## src/iq_rx_pkg.sv

```systemverilog
package iq_rx_pkg;

  // ==========================================================================
  // Frame format on the modem lanes
  // ==========================================================================
  localparam int SAMPLE_W         = 32;                        // One I/Q word
  localparam int HALF_W           = 16;                        // I half, Q half
  localparam int DIBITS_PER_FRAME = 16;                        // Clocks per frame
  localparam int DF_CNT_W         = $clog2(DIBITS_PER_FRAME);  // Dibit counter

  localparam logic [1:0] SYNC_I = 2'b10;  // Top of the I half
  localparam logic [1:0] SYNC_Q = 2'b01;  // Top of the Q half

  // ==========================================================================
  // Sample FIFO and SMI byte stream
  // ==========================================================================
  localparam int FIFO_ADDR_W      = 10;
  localparam int FIFO_DEPTH       = 1 << FIFO_ADDR_W;          // 1024 samples
  localparam int BYTES_PER_SAMPLE = 4;
  localparam int SMI_BYTE_W       = SAMPLE_W / BYTES_PER_SAMPLE;
  localparam int BYTE_IDX_W       = $clog2(BYTES_PER_SAMPLE);

  // I sits in the upper half, same as the bit order on the wire
  typedef struct packed {
    logic [HALF_W-1:0] i;
    logic [HALF_W-1:0] q;
  } iq_sample_t;

  typedef enum logic {
    RX_CH_09 = 1'b0,  // 0.9 GHz lane
    RX_CH_24 = 1'b1   // 2.4 GHz lane, inverted on the board
  } rx_channel_e;

  typedef enum logic {
    DF_HUNT,
    DF_COLLECT
  } deframer_state_e;

  typedef enum logic [1:0] {
    RD_IDLE,
    RD_FETCH,
    RD_SERVE
  } reader_state_e;

endpackage
```

## src/smi_rx_reader.sv

```systemverilog
`timescale 1ns/1ps

module smi_rx_reader import iq_rx_pkg::*; (
  input  logic                  i_glob_clock,
  input  logic                  i_rst_b,

  // Sample FIFO read side
  input  logic                  i_fifo_empty,
  input  iq_sample_t            i_fifo_sample,
  output logic                  o_fifo_pull,

  // SMI host
  input  logic                  i_smi_soe_se,    // Async, active low read strobe
  output logic [SMI_BYTE_W-1:0] o_smi_data,
  output logic                  o_smi_read_req
);

  // ==========================================================================
  // Read strobe synchronizer and edge detect
  // ==========================================================================
  logic [1:0] r_soe_sync;  // Two flop synchronizer
  logic       r_soe_prev;  // Last synchronized level
  logic       r_soe_rise;  // One cycle per rising edge

  always_ff @(posedge i_glob_clock) begin
    if (!i_rst_b) begin
      // Strobe idles high
      r_soe_sync <= 2'b11;
      r_soe_prev <= 1'b1;
      r_soe_rise <= 1'b0;
    end else begin
      r_soe_sync <= {r_soe_sync[0], i_smi_soe_se};
      r_soe_prev <= r_soe_sync[1];
      r_soe_rise <= r_soe_sync[1] && !r_soe_prev;  // Host done with the byte
    end
  end

  // ==========================================================================
  // Fetch / serve state machine
  // ==========================================================================
  reader_state_e         r_state;
  logic [BYTE_IDX_W-1:0] r_byte_idx;  // 0 selects bits 31:24
  iq_sample_t            r_sample;    // Sample held for the host
  logic                  w_last_byte;
  logic                  w_serving;
  logic [SMI_BYTE_W-1:0] w_byte;

  assign w_last_byte = (r_byte_idx == BYTE_IDX_W'(BYTES_PER_SAMPLE - 1));
  assign w_serving   = (r_state == RD_SERVE);

  // Pull in the same cycle the FIFO shows data
  assign o_fifo_pull = (r_state == RD_IDLE) && !i_fifo_empty;

  always_ff @(posedge i_glob_clock) begin
    if (!i_rst_b) begin
      r_state    <= RD_IDLE;
      r_byte_idx <= '0;
    end else begin
      case (r_state)
        RD_IDLE: begin
          if (!i_fifo_empty) begin
            r_state <= RD_FETCH;  // FIFO read data shows up next cycle
          end
        end

        RD_FETCH: begin
          r_state    <= RD_SERVE;
          r_byte_idx <= '0;
        end

        RD_SERVE: begin
          if (r_soe_rise) begin
            if (w_last_byte) begin
              r_state    <= RD_IDLE;  // All four bytes taken
              r_byte_idx <= '0;
            end else begin
              r_byte_idx <= r_byte_idx + 1'b1;
            end
          end
        end

        default: begin
          r_state    <= RD_IDLE;
          r_byte_idx <= '0;
        end
      endcase
    end
  end

  // Sample latch, payload only
  always_ff @(posedge i_glob_clock) begin
    if (r_state == RD_FETCH) begin
      r_sample <= i_fifo_sample;
    end
  end

  // ==========================================================================
  // Byte output
  // ==========================================================================
  // Most significant byte first
  assign w_byte = r_sample[SAMPLE_W - SMI_BYTE_W * (int'(r_byte_idx) + 1) +: SMI_BYTE_W];

  assign o_smi_read_req = w_serving;                 // High while a sample is held
  assign o_smi_data     = w_serving ? w_byte : '0;   // Quiet bus when nothing to read

endmodule

```

## config.mk

```make
export PLATFORM = sky130hd
export DESIGN_NAME = smi_rx_reader
export DESIGN_NICKNAME = d
export VERILOG_FILES = /design/src/iq_rx_pkg.sv /design/src/smi_rx_reader.sv
export SDC_FILE = /design/constraint.sdc
export NUM_CORES = 1
export LEC_CHECK = 0
export ABC_AREA = 1
export BUFFER_PORTS_ARGS = -buffer_cell sky130_fd_sc_hd__buf_4
export CAP_MARGIN = 15
export CORE_MARGIN = 1
export CORE_UTILIZATION = 36
export DETAILED_ROUTE_END_ITERATION = 10
export GPL_TIMING_DRIVEN = 0
export PLACE_DENSITY = 0.57
export SYNTH_ARGS = -nofsm -noshare
export SYNTH_HDL_FRONTEND = slang
export SYNTH_SLANG_ARGS = --single-unit
```

## constraint.sdc

```tcl
create_clock -name i_glob_clock -period 2.7 [get_ports i_glob_clock]
set_input_delay 0.27 -clock i_glob_clock [delete_from_list [all_inputs] [get_ports i_glob_clock]]
set_output_delay 0.27 -clock i_glob_clock [all_outputs]
set_load 0.05 [all_outputs]
```

# Word level (Yosys, flattened, before mapping)
# Index checks and enable logic that the tools add are counted.
[classes] addsub=3 mux=8 reduce_logical=7 eq_ne=6 bitwise=1 shift=1
[ops] cell="$shiftx A32 B7 Y8" n=1
[ops] cell="$mux W2" n=5
[ops] cell="$mux W8" n=1
[ops] cell="$sub A6 B6 Y7 const A" n=1
[ops] cell="$ne A2 B2 Y1 const B" n=3
[ops] cell="$pmux W2 S3" n=1
[ops] cell="$eq A2 B2 Y1 const B" n=2
[ops] cell="$pmux W2 S2" n=1
[ops] cell="$add A2 B1 Y3 const B" n=1
[ops] cell="$reduce_and A3 Y1" n=1
[ops] cell="$add A2 B1 Y2 const B" n=1
[ops] cell="$eq A2 B1 Y1 const B" n=1
[ops] cell="$logic_and A1 B1 Y1" n=2
[ops] cell="$logic_not A1 Y1" n=2
[ops] cell="$logic_not A2 Y1" n=1
[ops] cell="$reduce_and A2 Y1" n=1
[ops] cell="$not A1 Y1" n=1
[totals] out_inout_bits=10 register_bits=40 inputBits=36 wordCells=33

# Longest topological paths before layout
# Gate-level depths: netlist of the first run.
[depth] ltp_word=4 depth_mapped=7 ltp_nobuf=6

# Worst setup path before layout of the first run
# OpenSTA, ideal clock, no wires.
[synth_timing] kind="register to output" start="register r_byte_idx[0]" end="output o_smi_data[6]" arrival_ps=1703 t_required_ps=2430 path_stages_with_launch=6 n_path_buf=1 setup_slack_ps=727 path_cell_list="dfxtp_1 > ha_1 > nor2_4 > buf_6 > a21oi_1 > nor2_1"
[synth_via] elab_chain_cells=4
[synth_lines] element="from (decl)" line_no="smi_rx_reader.sv:42" rtl="logic [BYTE_IDX_W-1:0] r_byte_idx;"
[synth_lines] element="from (signal assigned)" line_no="smi_rx_reader.sv:77" rtl="r_byte_idx <= r_byte_idx + 1'b1;"
[synth_lines] element="$add A2 B1 Y3" line_no="smi_rx_reader.sv:101" rtl="assign w_byte = r_sample[SAMPLE_W - SMI_BYTE_W * (int'(r_byte_idx) + 1) +: SMI_BYTE_W];"
[synth_lines] element="$sub A6 B6 Y7" line_no="smi_rx_reader.sv:101"
[synth_lines] element="$shiftx A32 B7 Y8" line_no="smi_rx_reader.sv:101"
[synth_lines] element="$mux W8" line_no="smi_rx_reader.sv:104" rtl="assign o_smi_data = w_serving ? w_byte : '0;"
[synth_lines] element="to (decl)" line_no="smi_rx_reader.sv:14" rtl="output logic [SMI_BYTE_W-1:0] o_smi_data,"
# No other way between the ends.

# Worst setup path after layout of the first run
[layout_timing] start="register r_byte_idx[0]" end="output o_smi_data[5]"
# Same word-level chain as after synthesis.

==> run summary, run 1 <==
Multiplexer share of the synthesized area -> 0%
Drt total wl -> 3.237 mm
Switching pwr -> 0.3121 mW
Pins over their slew limit -> 0
Clock group share of total power -> 29.2%
Initial antenna violation count -> 0
Synth Instances -> 158
Comb power frac -> 15.4%
Violated checks -> DRC
First-pass DRT Iterations -> 9
Die width -> 71.26 um
Nets@finish -> 248
Status -> finished with violations
FP Rows -> 24
Diode count -> 0
CTS clk-pin slew, worst paths -> 0.08 ns
Avg Inst Size Synth -> 10.93 um^2
Dpl cells -> 255
Syn Std Cell Area -> 0.001727 mm^2
Grt ovf -> 0
HPWL reported at the end of detailed placement -> 2.309 mm
Worst vdd ir -> 0.0002939 V
Wire length of the first global-routing pass -> 5.526 mm
Pwr/cell area -> 570.9 mW/mm^2
Overall Power -> 1.278 mW
Synthesized Nets -> 195
Unrepaired setup endpoints after global routing -> false
Largest net degree at the start of global routing -> 33
Sw Ratio -> 24.42%
Die Ht -> 71.26 um
Largest family of logic cells by synthesized area -> simple AND/OR/NAND/NOR gates
CTS sink cnt -> 40
Worst Tran Pin Value -> 0.3977 ns
CTS tree -> yes
Hold Path Class -> input pin to flop
CP Class -> flop to primary output
Post-synthesis adder-cell area fraction -> 0.7246%
Register area share after synthesis -> 64.93%
Num ports -> 46
Critical Path RT -> 2.43 ns
Int Pwr -> 0.9659 mW
DR WL/cell -> 12.26 um
DRT antenna net count -> 0
CP endpoint kind -> primary output
Fin crit period -> 2.070 ns
Layout cell share with drive strength beyond 1 -> 34.91%
Worst Reg-to-Reg Cells -> 3
GRT Util Overall -> 14.62%
Simple-gate share of the synthesized area -> 18.77%
Core area -> 0.004474 mm^2
FF+latch count, synth -> 40
Postcts setup bufs -> 0
Area Overhead vs Synth -> 29.64%
WP data arrival -> 1.80 ns
Hold Buf Count CTS -> 0
Crit Path Max Fanout -> 10
Final hold violations -> 0
Initial DRC Count -> 57
DP Worst Slack -> 0.8323 ns
Max clock buf depth -> 2
Vias -> 1,184
TNS Setup -> 0 ns
Hold path depth -> 1
Root Driver -> clkbuf_8
Max-cap violations -> 0
Final setup vio count -> 0
Starting Density -> 38.59%
Period utilisation layout -> 76.65%
IO buf count -> 45
Die ar. -> 0.005077 mm^2
CP Launch Type -> flop
Clk_lat worst skew -> 0.29 ns
Distinct cells, synth -> 20
Slew margin rel. -> 73.45%
Num CTS Buffers -> 5
Vias/cell -> 4.485
Filler cells -> 428
Worst Clk Skew -> 0.006478 ns
Post-route insts no fill -> 264
Leak -> 0.9705 nW
Drt drc -> 3
F_max -> 0.4832 GHz
Gpl congestion -> 0.7900
Compound-gate portion of the synthesized area -> 5.870%
Synth Area in XOR/XNOR -> 0%
Warnings from Yosys -> 0
Power share of the sequential group -> 55.4%
CTS-repair resized insts -> 0
Setup WS post-layout -> 0.6304 ns
Vias in the first global route -> 1,171
CTS H-tree depth -> 2
[registers in the layout, indices dropped and copies added (netlist names)]
name        cells
r_state         2
r_soe_sync      2
r_sample       32
r_soe_rise      1
r_soe_prev      1
r_byte_idx      2
[layout by cell type (no fill, tap or decap), drive strengths merged]
cell type,n
a21o,1
a21oi,11
buf,50
clkbuf,7
clkinv,1
dfxtp,8
edfxtp,32
ha,1
inv,33
nand2,31
nand3,9
nor2,14
nor3,2
o21ai,1
or2,11
[final timing paths]
| check | endpoint | startpoint | slack (ns) |
|---|---|---|---|
| hold / removal | r_sample[16] | i_fifo_sample[16] | 0.15 |
| hold reg to reg | r_soe_rise | r_soe_prev | 0.40 |
| setup reg to reg | r_sample[13] | r_state[0] | 1.30 |
| setup / recovery | o_smi_data[5] | r_byte_idx[0] | 0.63 |
[final cells by class]
class	count	area [um^2]	share of cell area, %
sequential	40	1121	50.08
multi-input combinational	81	437.9	19.56
timing repair buffer	46	365.4	16.32
inverter	33	126.4	5.646
clock buffer	7	76.32	3.410
tap	52	65.06	2.907
buffer	4	41.29	1.845
clock inverter	1	5.005	0.2236
[layer usage]
| layer | GRT usage, % | part of all wire [%] | vias to the layer above |
|---|---|---|---|
| met4 | 4.667 | 1.4 | 0 |
| met5 | 0 | 0 | - |
| li1 | - | - | 603 |
| met2 | 22.65 | 47 | 36 |
| met1 | 19.15 | 45 | 539 |
| met3 | 5.345 | 7.0 | 6 |
[synth_stat cells]
master / instances / share of area [%]
edfxtp_1: 32 / 56
nand2_1: 31 / 6.7
inv_1: 30 / 6.5
nor2_1: 11 / 2.4
nand3_1: 9 / 2.6
a21oi_2: 8 / 4.1
dfxtp_1: 8 / 9.3
or2_1: 8 / 2.9
a21oi_1: 3 / 0.87
buf_6: 3 / 2.0
or2_2: 3 / 1.1
inv_2: 2 / 0.43
nor2_4: 2 / 1.3
nor3_1: 2 / 0.58
a21o_1: 1 / 0.43
buf_4: 1 / 0.43
ha_1: 1 / 0.72
inv_4: 1 / 0.36
nor2_8: 1 / 1.2
o21ai_2: 1 / 0.51
[worst max-delay path, stage by stage (launching register included)]
cell	delay (ns)
dfxtp_1	0.34
ha_1	0.36
nor2_4	0.22
buf_6	0.20
a21oi_2	0.05
nor2_1	0.14
buf_4	0.22
[logic make-up (layout without fill, tap and decap cells)]
logic type,count (synthesis),after routing
simple gates,67,67
fa+ha+maj,1,1
buf+inv,37,91
compound gates,13,13
flops,40,40
[power groups by stage]
stage / registers (mW) / clock network [mW] / logic [mW]
6_report: 0.708 / 0.374 / 0.196
4_1_cts: 0.709 / 0.389 / 0.193
3_3_place_gp: 0.723 / 0 / 0.188
3_5_place_dp: 0.723 / 0 / 0.192
2_1_floorplan: 0.720 / 0 / 0.119
5_1_grt: 0.712 / 0.423 / 0.215
[stage by stage]
step           cell area, um^2  utilization [%]  hold slack (ns)
4_1_cts                   2211            49.41           0.1415
6_report                  2238            50.03           0.1546
3_3_place_gp              2130            47.60           0.3806
5_1_grt                   2238            50.03           0.1244
3_5_place_dp              2130            47.60           0.3897
2_1_floorplan             1727                -           0.3387
Power figures use the tool's default switching activity.
==> inputs of run 2 (changes only) <==
- clock period: 2.7 -> 2 ns (I/O delays scaled with it)
==> run 2 against run 1 <==
The flow still finishes with violations (DRC). Sequential share of layout area fell by 0.55 points. Final cell count rose by 0.38%. Power up 36%. Combinational power up 38%. Die area did not move. Global-route usage stayed put. Routed wire length grew 0.71%. Non-clock buffer count is 1 higher. Register-to-register slack got worse by 0.70 ns. Critical path type unchanged. Critical endpoint is now o_smi_data[3].
==> run summary, run 2 (same netlist as run 1, synthesis figures left out) <==
HPWL reported at the end of detailed placement -> 2.309 mm (unchanged)
Post-layout util -> 50.64% (was 50.03%)
Fin crit period -> 1.872 ns
Placed Area -> 0.002130 mm^2 (unchanged)
Max clock buf depth -> 2 (unchanged)
CTS clk-pin slew, worst paths -> 0.08 ns (about the same)
Post-Layout Inst Area -> 0.002266 mm^2 (was 0.002238 mm^2)
Leak -> 0.9730 nW (was 0.9705 nW)
Wire length of the first global-routing pass -> 5.526 mm (unchanged)
Vias/cell -> 4.528 (was 4.485)
Critical Path RT -> 1.80 ns (was 2.43 ns)
Vias -> 1,200 (was 1,184)
Reg2reg setup slack -> 0.60 ns (was 1.30 ns)
Crit Path Max Fanout -> 10 (unchanged)
Hold Path Class -> input pin to flop (unchanged)
Final hold violations -> 0 (unchanged)
Violated checks -> DRC (unchanged)
CP Class -> flop to primary output (unchanged)
Clk_lat worst skew -> 0.29 ns (about the same)
Initial DRC Count -> 71 (was 57)
Drt drc -> 3 (unchanged)
Period utilisation layout -> 93.58%
F_max -> 0.5343 GHz
Nets@finish -> 249 (was 248)
Num ports -> 46 (unchanged)
Slew margin rel. -> 73.45% (about the same)
WP data arrival -> 1.67 ns (was 1.80 ns)
Met1 Track Usage GR -> 19.15% (unchanged)
Core area -> 0.004474 mm^2 (unchanged)
Pwr/cell area -> 764.3 mW/mm^2 (was 570.9 mW/mm^2)
Reg with most FFs -> r_sample (unchanged)
Num CTS Buffers -> 5 (unchanged)
Most common cell after layout, fill and taps aside -> buf_4 (unchanged)
CP endpoint kind -> primary output (unchanged)
Starting Density -> 38.59% (unchanged)
Layout cell share with drive strength beyond 1 -> 36.62% (was 34.91%)
Max FFs per register -> 32 (unchanged)
Commonest cells after routing, fill and taps aside -> 46 x buf_4, 32 x edfxtp_1, 31 x nand2_1 (unchanged)
TNS Setup -> 0 ns (unchanged)
CTS H-tree depth -> 2 (unchanged)
Diode count -> 0 (unchanged)
CTS tree -> yes (unchanged)
GRT Util Overall -> 14.62% (unchanged)
Final setup vio count -> 0 (unchanged)
Largest net degree at the start of global routing -> 33 (unchanged)
GR Util met2 -> 22.65% (unchanged)
DR WL/cell -> 12.30 um (was 12.26 um)
Root Driver -> clkbuf_8 (unchanged)
Die width -> 71.26 um (unchanged)
Vias in the first global route -> 1,175 (was 1,171)
CTS sink cnt -> 40 (unchanged)
Worst vdd ir -> 0.0004010 V (was 0.0002939 V)
Max-cap violations -> 0 (unchanged)
Busiest grt layer -> met2 (unchanged)
Area Overhead vs Synth -> 31.23% (was 29.64%)
Die Ht -> 71.26 um (unchanged)
Grt ovf -> 0 (unchanged)
Initial antenna violation count -> 0 (unchanged)
Pins over their slew limit -> 0 (unchanged)
Worst Clk Skew -> 0.006351 ns (was 0.006478 ns)
DRT antenna net count -> 0 (unchanged)
First-pass DRT Iterations -> 10 (was 9)
CP Launch Type -> flop (unchanged)
FP Rows -> 24 (unchanged)
Worst Tran Pin Value -> 0.3977 ns (about the same)
Met3 usage -> 5.345% (unchanged)
Overall Power -> 1.732 mW (was 1.278 mW)
Die ar. -> 0.005077 mm^2 (unchanged)
Status -> finished with violations (unchanged)
IO buf count -> 45 (unchanged)
Drt total wl -> 3.260 mm (was 3.237 mm)
Gpl congestion -> 0.7900 (unchanged)
Unrepaired setup endpoints after global routing -> false (unchanged)
-- run 2: layout make-up --
class                           instances  area, um^2
Buffer                                  4       41.29
Clock inverter                          1       5.005
Fill cell                             423        2208
Tap cell                               52       65.06
Inverter                               33       126.4
Sequential cell                        40        1122
Clock buffer                            7       76.32
Timing Repair Buffer                   47       376.6
Multi-Input combinational cell         81       452.9
-- run 2: worst paths after layout --
check	from	to	depth (start not counted)
hold reg to reg	r_soe_prev	r_soe_rise	1
hold / removal	i_fifo_sample[16]	r_sample[16]	1
setup / recovery	r_byte_idx[1]	o_smi_data[3]	6
setup reg to reg	r_state[0]	r_sample[13]	3
-- run 2: where the power goes --
group          leakage [nW]  internal [mW]  switching [mW]  total [mW]
clock network        0.0422          0.245           0.259       0.504
logic                 0.569          0.121           0.150       0.271
registers             0.362          0.944          0.0133       0.957
total                 0.973           1.31           0.423        1.73
-- run 2: stage by stage --
step,instances,setup slack [ns],hold slack (ns)
4_1_cts,264,0.003040,0.07146
3_3_place_gp,255,0.1977,0.3715
3_5_place_dp,255,0.1323,0.3793
5_1_grt,265,0.03526,0.05442
6_report,265,0.1285,0.08456
2_1_floorplan,158,0.09706,0.2687
-- run 2: critical path, stage by stage, from the launching register on --
cell and delay (ns):
dfxtp_1 0.39, ha_4 0.23, buf_6 0.14, or2_1 0.23, a21oi_2 0.14, nor2_1 0.07, buf_4 0.19
-- run 2: per-layer routing --
metal  part of all wire [%]  routed length, um  vias to the layer above
met2                     47               1522                       38
met4                    1.4                 46                        0
met1                     45               1458                      551
li1                       -                  -                      605
met5                      0                  0                        -
met3                    7.2                234                        6
-- run 2: repair_timing --
action	in CTS	in global routing
setup buffers	1	0
setup endpoints to repair	2	8
resized for setup	0	4
cloned	0	0
pin swaps	1	0
hold buffers	0	0
