### src/iq_rx_pkg.sv
package iq_rx_pkg;

  // ==========================================================================
  // Frame format on the modem lanes
  // ==========================================================================
  localparam int SAMPLE_W         = 32;                        // One I/Q word
  localparam int HALF_W           = 16;                        // I half, Q half
  localparam int DIBITS_PER_FRAME = 16;                        // Clocks per frame
  localparam int DF_CNT_W         = $clog2(DIBITS_PER_FRAME);  // Dibit counter

  localparam logic [1:0] SYNC_I = 2'b10;  // Top of the I half
  localparam logic [1:0] SYNC_Q = 2'b01;  // Top of the Q half

  // ==========================================================================
  // Sample FIFO and SMI byte stream
  // ==========================================================================
  localparam int FIFO_ADDR_W      = 10;
  localparam int FIFO_DEPTH       = 1 << FIFO_ADDR_W;          // 1024 samples
  localparam int BYTES_PER_SAMPLE = 4;
  localparam int SMI_BYTE_W       = SAMPLE_W / BYTES_PER_SAMPLE;
  localparam int BYTE_IDX_W       = $clog2(BYTES_PER_SAMPLE);

  // I sits in the upper half, same as the bit order on the wire
  typedef struct packed {
    logic [HALF_W-1:0] i;
    logic [HALF_W-1:0] q;
  } iq_sample_t;

  typedef enum logic {
    RX_CH_09 = 1'b0,  // 0.9 GHz lane
    RX_CH_24 = 1'b1   // 2.4 GHz lane, inverted on the board
  } rx_channel_e;

  typedef enum logic {
    DF_HUNT,
    DF_COLLECT
  } deframer_state_e;

  typedef enum logic [1:0] {
    RD_IDLE,
    RD_FETCH,
    RD_SERVE
  } reader_state_e;

endpackage
### src/lvds_rx_deframer.sv
`timescale 1ns/1ps

module lvds_rx_deframer import iq_rx_pkg::*; (
  input  logic        i_glob_clock,
  input  logic        i_rst_b,

  // Modem lanes, two bits per clock, d0 first
  input  logic        i_rx_09_d0,
  input  logic        i_rx_09_d1,
  input  logic        i_rx_24_d0,
  input  logic        i_rx_24_d1,
  input  rx_channel_e i_channel,

  // Sample FIFO write side
  input  logic        i_fifo_full,
  output logic        o_push,
  output iq_sample_t  o_sample
);

  // ==========================================================================
  // Lane selection
  // ==========================================================================
  logic [1:0]          w_dibit;       // {d0, d1}, d0 is the MSB of the pair
  logic [SAMPLE_W-1:0] w_shift_next;
  logic                w_channel_change;
  logic                w_frame_last;  // Sixteenth dibit on this clock
  logic                w_q_sync_ok;

  logic [SAMPLE_W-1:0] r_shift;
  logic [DF_CNT_W-1:0] r_cnt;
  deframer_state_e     r_state;
  rx_channel_e         r_prev_channel;
  logic                r_push;

  // The 2.4 GHz lane comes in on the N pin, so both bits get flipped back
  assign w_dibit = (i_channel == RX_CH_24) ? ~{i_rx_24_d0, i_rx_24_d1}
                                           : {i_rx_09_d0, i_rx_09_d1};

  assign w_channel_change = (i_channel != r_prev_channel);

  // ==========================================================================
  // Frame assembly
  // ==========================================================================
  assign w_shift_next = {r_shift[SAMPLE_W-3:0], w_dibit};  // New dibit enters at LSB

  assign w_frame_last = (r_state == DF_COLLECT) &&
                        (r_cnt == DF_CNT_W'(DIBITS_PER_FRAME - 1));

  // Q marker lands at bits 15:14 once the full word is in
  assign w_q_sync_ok = (w_shift_next[HALF_W-1:HALF_W-2] == SYNC_Q);

  // Free running shifter
  // After sixteen dibits every bit is fresh, older bits just fall off the top
  always_ff @(posedge i_glob_clock) begin
    r_shift <= w_shift_next;
  end

  // Hunt / collect control
  always_ff @(posedge i_glob_clock) begin
    if (!i_rst_b) begin
      r_state        <= DF_HUNT;
      r_cnt          <= '0;
      r_push         <= 1'b0;
      r_prev_channel <= RX_CH_09;
    end else begin
      r_prev_channel <= i_channel;
      r_push         <= 1'b0;  // One cycle strobe

      if (w_channel_change) begin
        // Partial frame belongs to the old lane, start over
        r_state <= DF_HUNT;
        r_cnt   <= '0;
      end else begin
        case (r_state)
          DF_HUNT: begin
            if (w_dibit == SYNC_I) begin  // I marker opens a frame
              r_state <= DF_COLLECT;
              r_cnt   <= DF_CNT_W'(1);
            end
          end

          DF_COLLECT: begin
            if (w_frame_last) begin
              // Back in hunt right away so frames may follow back to back
              r_state <= DF_HUNT;
              r_cnt   <= '0;
              r_push  <= w_q_sync_ok && !i_fifo_full;  // Bad Q sync or no room drops it
            end else begin
              r_cnt <= r_cnt + 1'b1;
            end
          end

          default: begin
            r_state <= DF_HUNT;
            r_cnt   <= '0;
          end
        endcase
      end
    end
  end

  // ==========================================================================
  // Outputs
  // ==========================================================================
  assign o_push = r_push;

  // While push is high the shifter still holds the completed frame
  assign o_sample = iq_sample_t'(r_shift);

endmodule

### config.mk
export PLATFORM = sky130hd
export DESIGN_NAME = lvds_rx_deframer
export DESIGN_NICKNAME = d
export VERILOG_FILES = /design/src/iq_rx_pkg.sv /design/src/lvds_rx_deframer.sv
export SDC_FILE = /design/constraint.sdc
export NUM_CORES = 1
export LEC_CHECK = 0
export ABC_AREA = 1
export BUFFER_PORTS_ARGS = -buffer_cell sky130_fd_sc_hd__buf_2
export CAP_MARGIN = 20
export CORE_ASPECT_RATIO = 1.75
export CORE_MARGIN = 5
export CORE_UTILIZATION = 30
export CTS_CLUSTER_DIAMETER = 80
export DETAILED_ROUTE_END_ITERATION = 7
export PLACE_DENSITY = 0.59
export SKIP_CTS_REPAIR_TIMING = 1
export SYNTH_ARGS = -nofsm -noshare
export SYNTH_HDL_FRONTEND = slang
export SYNTH_SLANG_ARGS = --single-unit
### constraint.sdc
create_clock -name i_glob_clock -period 3.15 [get_ports i_glob_clock]
set_clock_uncertainty 0.05 [all_clocks]
set_input_delay 0.63 -clock i_glob_clock [delete_from_list [all_inputs] [get_ports i_glob_clock]]
set_output_delay 0.63 -clock i_glob_clock [all_outputs]
set_load 0.005 [all_outputs]
Word level (Yosys, flattened, before mapping)
Index checks and enable logic that the tools add are counted.
{"block": "totals", "regBits": 39, "latch_bits": 0, "mem_bits_rw": 0, "mem_bits_ro": 0, "in_bits": 8, "word_cells": 27, "n_memories": 0}
{"block": "classes", "n_addsub": 1, "multipliers": 0, "div": 0, "n_lt_le_gt_ge": 0, "eq_ne": 5, "shifts": 0, "mux": 7, "n_bitwise": 4, "reduce_logical": 5}
{"op": "4-bit 2-to-1 mux", "n": 2}
{"op": "4-bit case mux with 2 select lines", "n": 1}
{"op": "4-bit by 1-bit adder with 4-bit output (second input constant)", "n": 1}
{"op": "4-bit equality test (second input constant)", "n": 1}
{"op": "4-bit OR reduction", "n": 1}
{"op": "1-bit inverter", "n": 3}
{"op": "2-bit by 1-bit equality test with 1-bit output (second input constant)", "n": 1}
{"op": "2-bit equality test (second input constant)", "n": 1}
{"op": "1-bit logical AND", "n": 2}
{"op": "1-bit 2-to-1 mux", "n": 2}
{"op": "2-bit 2-to-1 mux", "n": 1}
{"op": "2-bit != test (second input constant)", "n": 1}
{"op": "2-bit inverter", "n": 1}
{"op": "1-bit case mux with 2 select lines", "n": 1}
{"op": "2-bit OR reduction", "n": 1}
{"op": "1-bit zero test", "n": 1}
{"op": "1-bit != test", "n": 1}

Depth between registers and ports, before layout
Gate-level depths: netlist of the first run.
{"block": "depth", "ltp_word": 5, "depth_mapped": 7, "ltp_nobuf": 7}

Worst setup path after synthesis of the first run
No wires, ideal clock.
{"block": "synth_path", "path_type": "in2reg", "startpoint": "in i_rx_09_d1", "endpoint": "reg r_cnt[2]", "t_arrival_ns": 1.123, "t_required_ns": 2.982, "setup_slack_ns": 1.860, "path_stages": 4, "n_path_buf": 0, "path_cell_list": "o21ai_0 nand2_2 nor2_1 nor3_2"}
{"block": "synth_via", "elab_chain_cells": 3}
{"item": "from (decl)", "line": "lvds_rx_deframer.sv:9", "source": "input logic i_rx_09_d1,"}
{"item": "2-bit 2-to-1 mux", "line": "lvds_rx_deframer.sv:36", "source": "assign w_dibit = (i_channel == RX_CH_24) ? ~{i_rx_24_d0, i_rx_24_d1}"}
{"item": "2-bit equality test", "line": "lvds_rx_deframer.sv:76", "source": "if (w_dibit == SYNC_I) begin"}
{"item": "2-bit != test (no line)"}
{"item": "to (signal assigned)", "line": "lvds_rx_deframer.sv:89", "source": "r_cnt <= r_cnt + 1'b1;"}
{"item": "to (decl)", "line": "lvds_rx_deframer.sv:30", "source": "logic [DF_CNT_W-1:0] r_cnt;"}
Every way passes these cells.
A chain may end at the register's enable or synchronous reset.

Worst setup path in the final report of the first run
{"block": "layout_path", "startpoint": "reg r_shift[13] (netlist: o_sample[13])", "endpoint": "out o_sample[13] (netlist bit)"}
{"item": "from (decl)", "line": "lvds_rx_deframer.sv:29", "source": "logic [SAMPLE_W-1:0] r_shift;"}
{"item": "from (signal assigned)", "line": "lvds_rx_deframer.sv:55", "source": "r_shift <= w_shift_next;"}
{"item": "to (decl)", "line": "lvds_rx_deframer.sv:17", "source": "output iq_sample_t o_sample"}
No word-level cell between the ends.

==> results of run 1 <==
## cells by family after synthesis
group / synth area share (%)
flip-flops: 76.28
AND/OR/NAND/NOR: 13.20
AO/OA/AOI/OAI: 4.033
XOR/XNOR: 0.8559
buffers and inverters: 4.401
adder cells (fa/ha/maj): 1.222
## sequential cells by signal (all words and copies together), names as in the netlist
name / count
r_prev_channel: 1
o_sample: 32
r_cnt: 4
r_state: 1
o_push: 1
## report_power, final
group / switching [uW] / internal [uW]
Combinational: 29.0 / 29.3
Sequential: 15.0 / 528
Clock: 158 / 256
Total: 202 / 813
## worst register-to-register path, cell delays in order, from the launching register on
cell and delay, ns:
dfxtp_1 0.41, ha_1 0.22, nand3_1 0.11, a21oi_1 0.14, nor2_1 0.05, o21ai_1 0.07
inv_1 0.04
## synthesized netlist by cell type (3+ instances only)
cell | number | area share, %
nand3_1 | 4 | 2.0
inv_1 | 11 | 4.0
a21oi_1 | 3 | 1.5
nor2_1 | 3 | 1.1
dfxtp_1 | 39 | 76
nand4_1 | 3 | 1.8
nand2_2 | 4 | 2.4
nand2_1 | 12 | 4.4
## area by class of cell
cell class                      instances  area share [%]
Sequential cell                        39           55.86
Tap cell                               45           4.029
Clock buffer                            6           5.909
Clock inverter                          2           2.507
Timing Repair Buffer                   40           14.32
Multi-Input combinational cell         36           14.15
Inverter                               12           3.223
## worst max-delay path by stage
stage	startpoint	cells past startpoint	slack, ns	endpoint
after floorplan	i_rx_09_d1	4	1.86	r_cnt[2]$_SDFFE_PP0P_
after global placement	i_channel	5	1.68	r_cnt[2]$_SDFFE_PP0P_
after detailed placement	i_channel	5	1.66	r_cnt[2]$_SDFFE_PP0P_
after CTS	o_sample[13]$_DFF_P_	1	1.70	o_sample[13]
after global routing	o_sample[12]$_DFF_P_	1	1.64	o_sample[12]
final	o_sample[13]$_DFF_P_	1	1.72	o_sample[13]
## metrics by stage
step | setup WS (ns) | total power, uW
CTS | 1.698 | 1034
detailed placement | 1.660 | 615.3
global route | 1.643 | 1066
finish | 1.720 | 1016
floorplan | 1.860 | 573.1
global placement | 1.683 | 614.0
## per-layer routing
metal	track usage [%]	vias to the layer above	share of wire, %
met5	0	-	0
met4	6.122	0	3.4
met3	5.832	7	15
met2	13.09	38	47
met1	8.333	307	35
li1	-	364	-
==> results.sh, run 1 <==
export IMPL_finalHoldViolCount=0
export IMPL_seq_area_frac_synth_pct=76.28
export IMPL_dr_total_vias=716
export IMPL_gp_congestion=0.6641
export IMPL_syn_num_nets=96
export IMPL_ant_nets=0
export IMPL_ctsHtreeMaxLevel=2
export IMPL_fin_crit_sh_pct=45.41
export IMPL_crit_family="flip-flops"
export IMPL_hold_depth=0
export IMPL_fin_nets=143
export IMPL_area_delta_synth_final_pct=36.55
export IMPL_holdPathEnd="o_sample[9]$_DFF_P_"
export IMPL_cp_cell_sequence="buf_2"
export IMPL_status="complete, no violations"
export IMPL_cts_reportedPaths_clkPinSlew_ns=0.07
export IMPL_leakage_uw=0.0006773
export IMPL_drc=0
export IMPL_die_w_um=54.16
export IMPL_r2r_slack_ns=1.96
export IMPL_max_cap_violations=0
export IMPL_maxSlewViolCount=0
export IMPL_portBuffers=40
export IMPL_async_reset_ff_share_pct=0
export IMPL_finalCoreUtilization_pct=41.99
export IMPL_postRouteWirelength_um=1792
export IMPL_tightest_slew_ns=0.2679
export IMPL_clk_latency_ns=0.29
export IMPL_fp_dieArea_um2=4726
export IMPL_placed_cells=172
export IMPL_critical_path_buf_inv_count=1
export IMPL_crit_type="flip-flop to output pin"
export IMPL_rsz0062_at_grt="false"
export IMPL_synth_edf_count=0
export IMPL_finalNonFillerCells=180
export IMPL_fill_cells=344
export IMPL_core_area_um2=3328
export IMPL_drt_vias_per_instance=3.978
export IMPL_seq_area_um2=780.7
export IMPL_hold_ws_ns=0.2976
export IMPL_slowest_stage="dfxtp_1"
export IMPL_row_count=28
export IMPL_initial_core_util_pct=30.75
export IMPL_track_usage_pct=8.765
export IMPL_clockRootBuffer="clkbuf_8"
export IMPL_synthCells=87
export IMPL_pwr_density_cell_nw_per_um2=726.6
export IMPL_routedWlPerCell_um=9.956
export IMPL_grt_first_pass_wirelength_um=2849
export IMPL_synthFlopType="dfxtp_1"
export IMPL_clock_sinks=39
export IMPL_post_dp_cell_area_um2=1280
export IMPL_netlist_area_um2=1023
export IMPL_end_kind="output pin"
export IMPL_ys_types=16
export IMPL_timing_rr_start="r_cnt[0]$_SDFFE_PP0P_"
export IMPL_multiInputGateArea_um2=197.7
export IMPL_overflow=0
export IMPL_dr_first_iter_drc_count=7
export IMPL_cts_buffers=5
export IMPL_grt_max_degree=13
export IMPL_cts_tree="built"
export IMPL_finalSetupViolations=0
export IMPL_drive_gt1_share_pct=40.74
export IMPL_peakVddDrop_uv=387.6
export IMPL_antenna_found_initial=0
export IMPL_crit_path_max_incr_delay_ns=0.34
export IMPL_max_freq_mhz=699.1
export IMPL_avgSynthCellArea_um2=11.76
export IMPL_synth_seq_cells=39
export IMPL_layout_common_cells="40 x buf_2, 39 x dfxtp_1, 12 x nand2_1"
export IMPL_relSlewSlack_pct=81.95
export IMPL_period_minus_slack_ns=1.430
export IMPL_max_clock_path_buffers=2
export IMPL_startpoint_type="flip-flop"
export IMPL_grt_pass1_vias=672
export IMPL_min_from="o_sample[7]$_DFF_P_"
export IMPL_ff2ff_path_depth=6
export IMPL_crit_required_ns=2.47
export IMPL_io_pin_count=41
export IMPL_min_path_type="flip-flop to flip-flop"
export IMPL_dr_pass1_iters=4
export IMPL_die_h_um=87.27
export IMPL_worst_r2r_endpoint="r_cnt[0]$_SDFFE_PP0P_"
export IMPL_tns_ns=0
export IMPL_ys_warn_count=0
export IMPL_antenna_cells=0
export IMPL_dp_hpwl_um=1414
export IMPL_final_common_cell="buf_2"
export IMPL_cp_max_fo=3
export IMPL_design_area_um2=1398
export IMPL_arrival_ns=0.75
Note: power is estimated with default switching activity, not from simulation.
==> inputs of run 2 (changes only) <==
--- a/config.mk
+++ b/config.mk
@@ -13,7 +13,7 @@
 export CORE_UTILIZATION = 30
 export CTS_CLUSTER_DIAMETER = 80
 export DETAILED_ROUTE_END_ITERATION = 7
-export PLACE_DENSITY = 0.59
+export PLACE_DENSITY = 0.61
 export SKIP_CTS_REPAIR_TIMING = 1
 export SYNTH_ARGS = -nofsm -noshare
 export SYNTH_HDL_FRONTEND = slang
==> constraint.sdc (replaced) <==
create_clock -name i_glob_clock -period 1.3 [get_ports i_glob_clock]
set_clock_uncertainty 0.05 [all_clocks]
set_input_delay 0.26 -clock i_glob_clock [delete_from_list [all_inputs] [get_ports i_glob_clock]]
set_output_delay 0.26 -clock i_glob_clock [all_outputs]
set_load 0.005 [all_outputs]
==> run 2 against run 1 <==
Effect of this change:
- sequential power up 140%
- sequential share of layout area up 0.75 points
- total power up 130%
- global-route usage up 0.71 points
- critical path type is now flip-flop to flip-flop
- largest power group unchanged
==> results.sh, run 2 (same netlist as run 1, synthesis figures left out) <==
export IMPL_status="complete, no violations"
export IMPL_peakVddDrop_uv=856.3
export IMPL_grt_max_degree=12
export IMPL_fill_cells=348
export IMPL_post_dp_cell_area_um2=1280
export IMPL_fp_dieArea_um2=4726
export IMPL_startpoint="r_cnt[1]$_SDFFE_PP0P_"
export IMPL_drt_vias_per_instance=4.094
export IMPL_overflow=0
export IMPL_clockRootBuffer="clkbuf_8"
export IMPL_dr_total_vias=737
export IMPL_min_from="i_rst_b"
export IMPL_routedWlPerCell_um=10.48
export IMPL_finalSetupViolations=0
export IMPL_tns_ns=0
export IMPL_clk_latency_ns=0.28
export IMPL_min_path_type="input pin to flip-flop"
export IMPL_drc=0
export IMPL_cp_max_fo=4
export IMPL_ctsHtreeMaxLevel=2
export IMPL_ff2ff_path_depth=6
export IMPL_maxSlewViolCount=0
export IMPL_pwr_density_cell_nw_per_um2=1671
export IMPL_startpoint_type="flip-flop"
export IMPL_postRouteWirelength_um=1887
export IMPL_seq_area_um2=782.0
export IMPL_finalHoldViolCount=0
export IMPL_fin_crit_sh_pct=90.56
export IMPL_max_clock_path_buffers=2
export IMPL_layout_common_cells="40 x buf_2, 38 x dfxtp_1, 12 x nand2_1"
export IMPL_r2r_slack_ns=0.12
export IMPL_grt_pass1_vias=752
export IMPL_area_delta_synth_final_pct=34.96
export IMPL_power_uw=2308
export IMPL_final_common_cell="buf_2"
export IMPL_relSlewSlack_pct=82.79
export IMPL_worst_r2r_endpoint="r_cnt[0]$_SDFFE_PP0P_"
export IMPL_finalCoreUtilization_pct=41.50
export IMPL_core_area_um2=3328
export IMPL_drive_gt1_share_pct=40.74
export IMPL_antenna_found_initial=0
export IMPL_arrival_ns=1.31
export IMPL_track_usage_pct=9.479
export IMPL_timing_rr_start="r_cnt[1]$_SDFFE_PP0P_"
export IMPL_multiInputGateArea_um2=197.7
export IMPL_crit_end="r_cnt[0]$_SDFFE_PP0P_"
export IMPL_fin_nets=143
export IMPL_ant_nets=0
export IMPL_max_freq_mhz=849.4
export IMPL_largest_register_ffs=32
export IMPL_initial_core_util_pct=30.75
export IMPL_max_cap_violations=0
export IMPL_die_h_um=87.27
export IMPL_crit_type="flip-flop to flip-flop"
export IMPL_antenna_cells=0
export IMPL_period_minus_slack_ns=1.177
export IMPL_dr_first_iter_drc_count=30
export IMPL_cts_tree="built"
export IMPL_dr_pass1_iters=4
export IMPL_cts_reportedPaths_clkPinSlew_ns=0.07
export IMPL_grt_first_pass_wirelength_um=3125
export IMPL_crit_required_ns=1.43
export IMPL_io_pin_count=41
export IMPL_leakage_uw=0.0006680
export IMPL_design_area_um2=1381
export IMPL_rsz0062_at_grt="false"
export IMPL_gp_congestion=0.6700
export IMPL_cts_buffers=5
export IMPL_dp_hpwl_um=1472
export IMPL_tightest_slew_ns=0.2555
export IMPL_clock_sinks=39
export IMPL_portBuffers=40
export IMPL_row_count=28
export IMPL_end_kind="flip-flop"
export IMPL_die_w_um=54.16
==> run 2: through the flow <==
stage | std cells | setup slack [ns] | hold slack [ns]
final | 180 | 0.1227 | 0.1269
after global routing | 180 | 0.02575 | 0.1387
after CTS | 180 | 0.1014 | 0.1189
after detailed placement | 172 | 0.1130 | 0.2818
after global placement | 172 | 0.2095 | 0.2788
after floorplan | 87 | 0.2359 | 0.3028
==> run 2: critical path, stage by stage, from the launching register on <==
cell and delay (ns):
dfxtp_1 0.38, ha_1 0.21, nand3_1 0.11, a21oi_1 0.15, nor2_1 0.05, o21ai_1 0.07, inv_1 0.05
==> run 2: cell type report <==
cell class	count	share of cell area, %
flip-flops and latches	39	56.61
well taps	45	4.076
repair buffers	40	14.49
clock buffers	8	7.246
inverters	12	3.261
multi-input cells	36	14.31
==> run 2: worst min path at each step <==
| stage | cells past startpoint | slack, ns | endpoint |
|---|---|---|---|
| floorplan | 0 | 0.30 | o_sample[10]$_DFF_P_ |
| detailed placement | 0 | 0.28 | o_sample[9]$_DFF_P_ |
| global route | 3 | 0.14 | r_prev_channel$_SDFF_PN0_ |
| global placement | 0 | 0.28 | o_sample[13]$_DFF_P_ |
| finish | 3 | 0.13 | r_prev_channel$_SDFF_PN0_ |
| CTS | 3 | 0.12 | r_prev_channel$_SDFF_PN0_ |
==> run 2: power by group <==
part | internal [uW] | switching [uW] | leakage (uW)
registers | 1280 | 38.4 | 0.000327
clock network | 483 | 364 | 0.0000515
logic | 71.1 | 71.0 | 0.000289
==> run 2: layer usage <==
layer  GRT usage, %  vias to the layer above  wire length, um
met3          5.317                        5              268
met1          9.091                      326              663
met5              0                        -                0
met2          14.94                       44              897
li1               -                      362                -
met4          6.122                        0               58
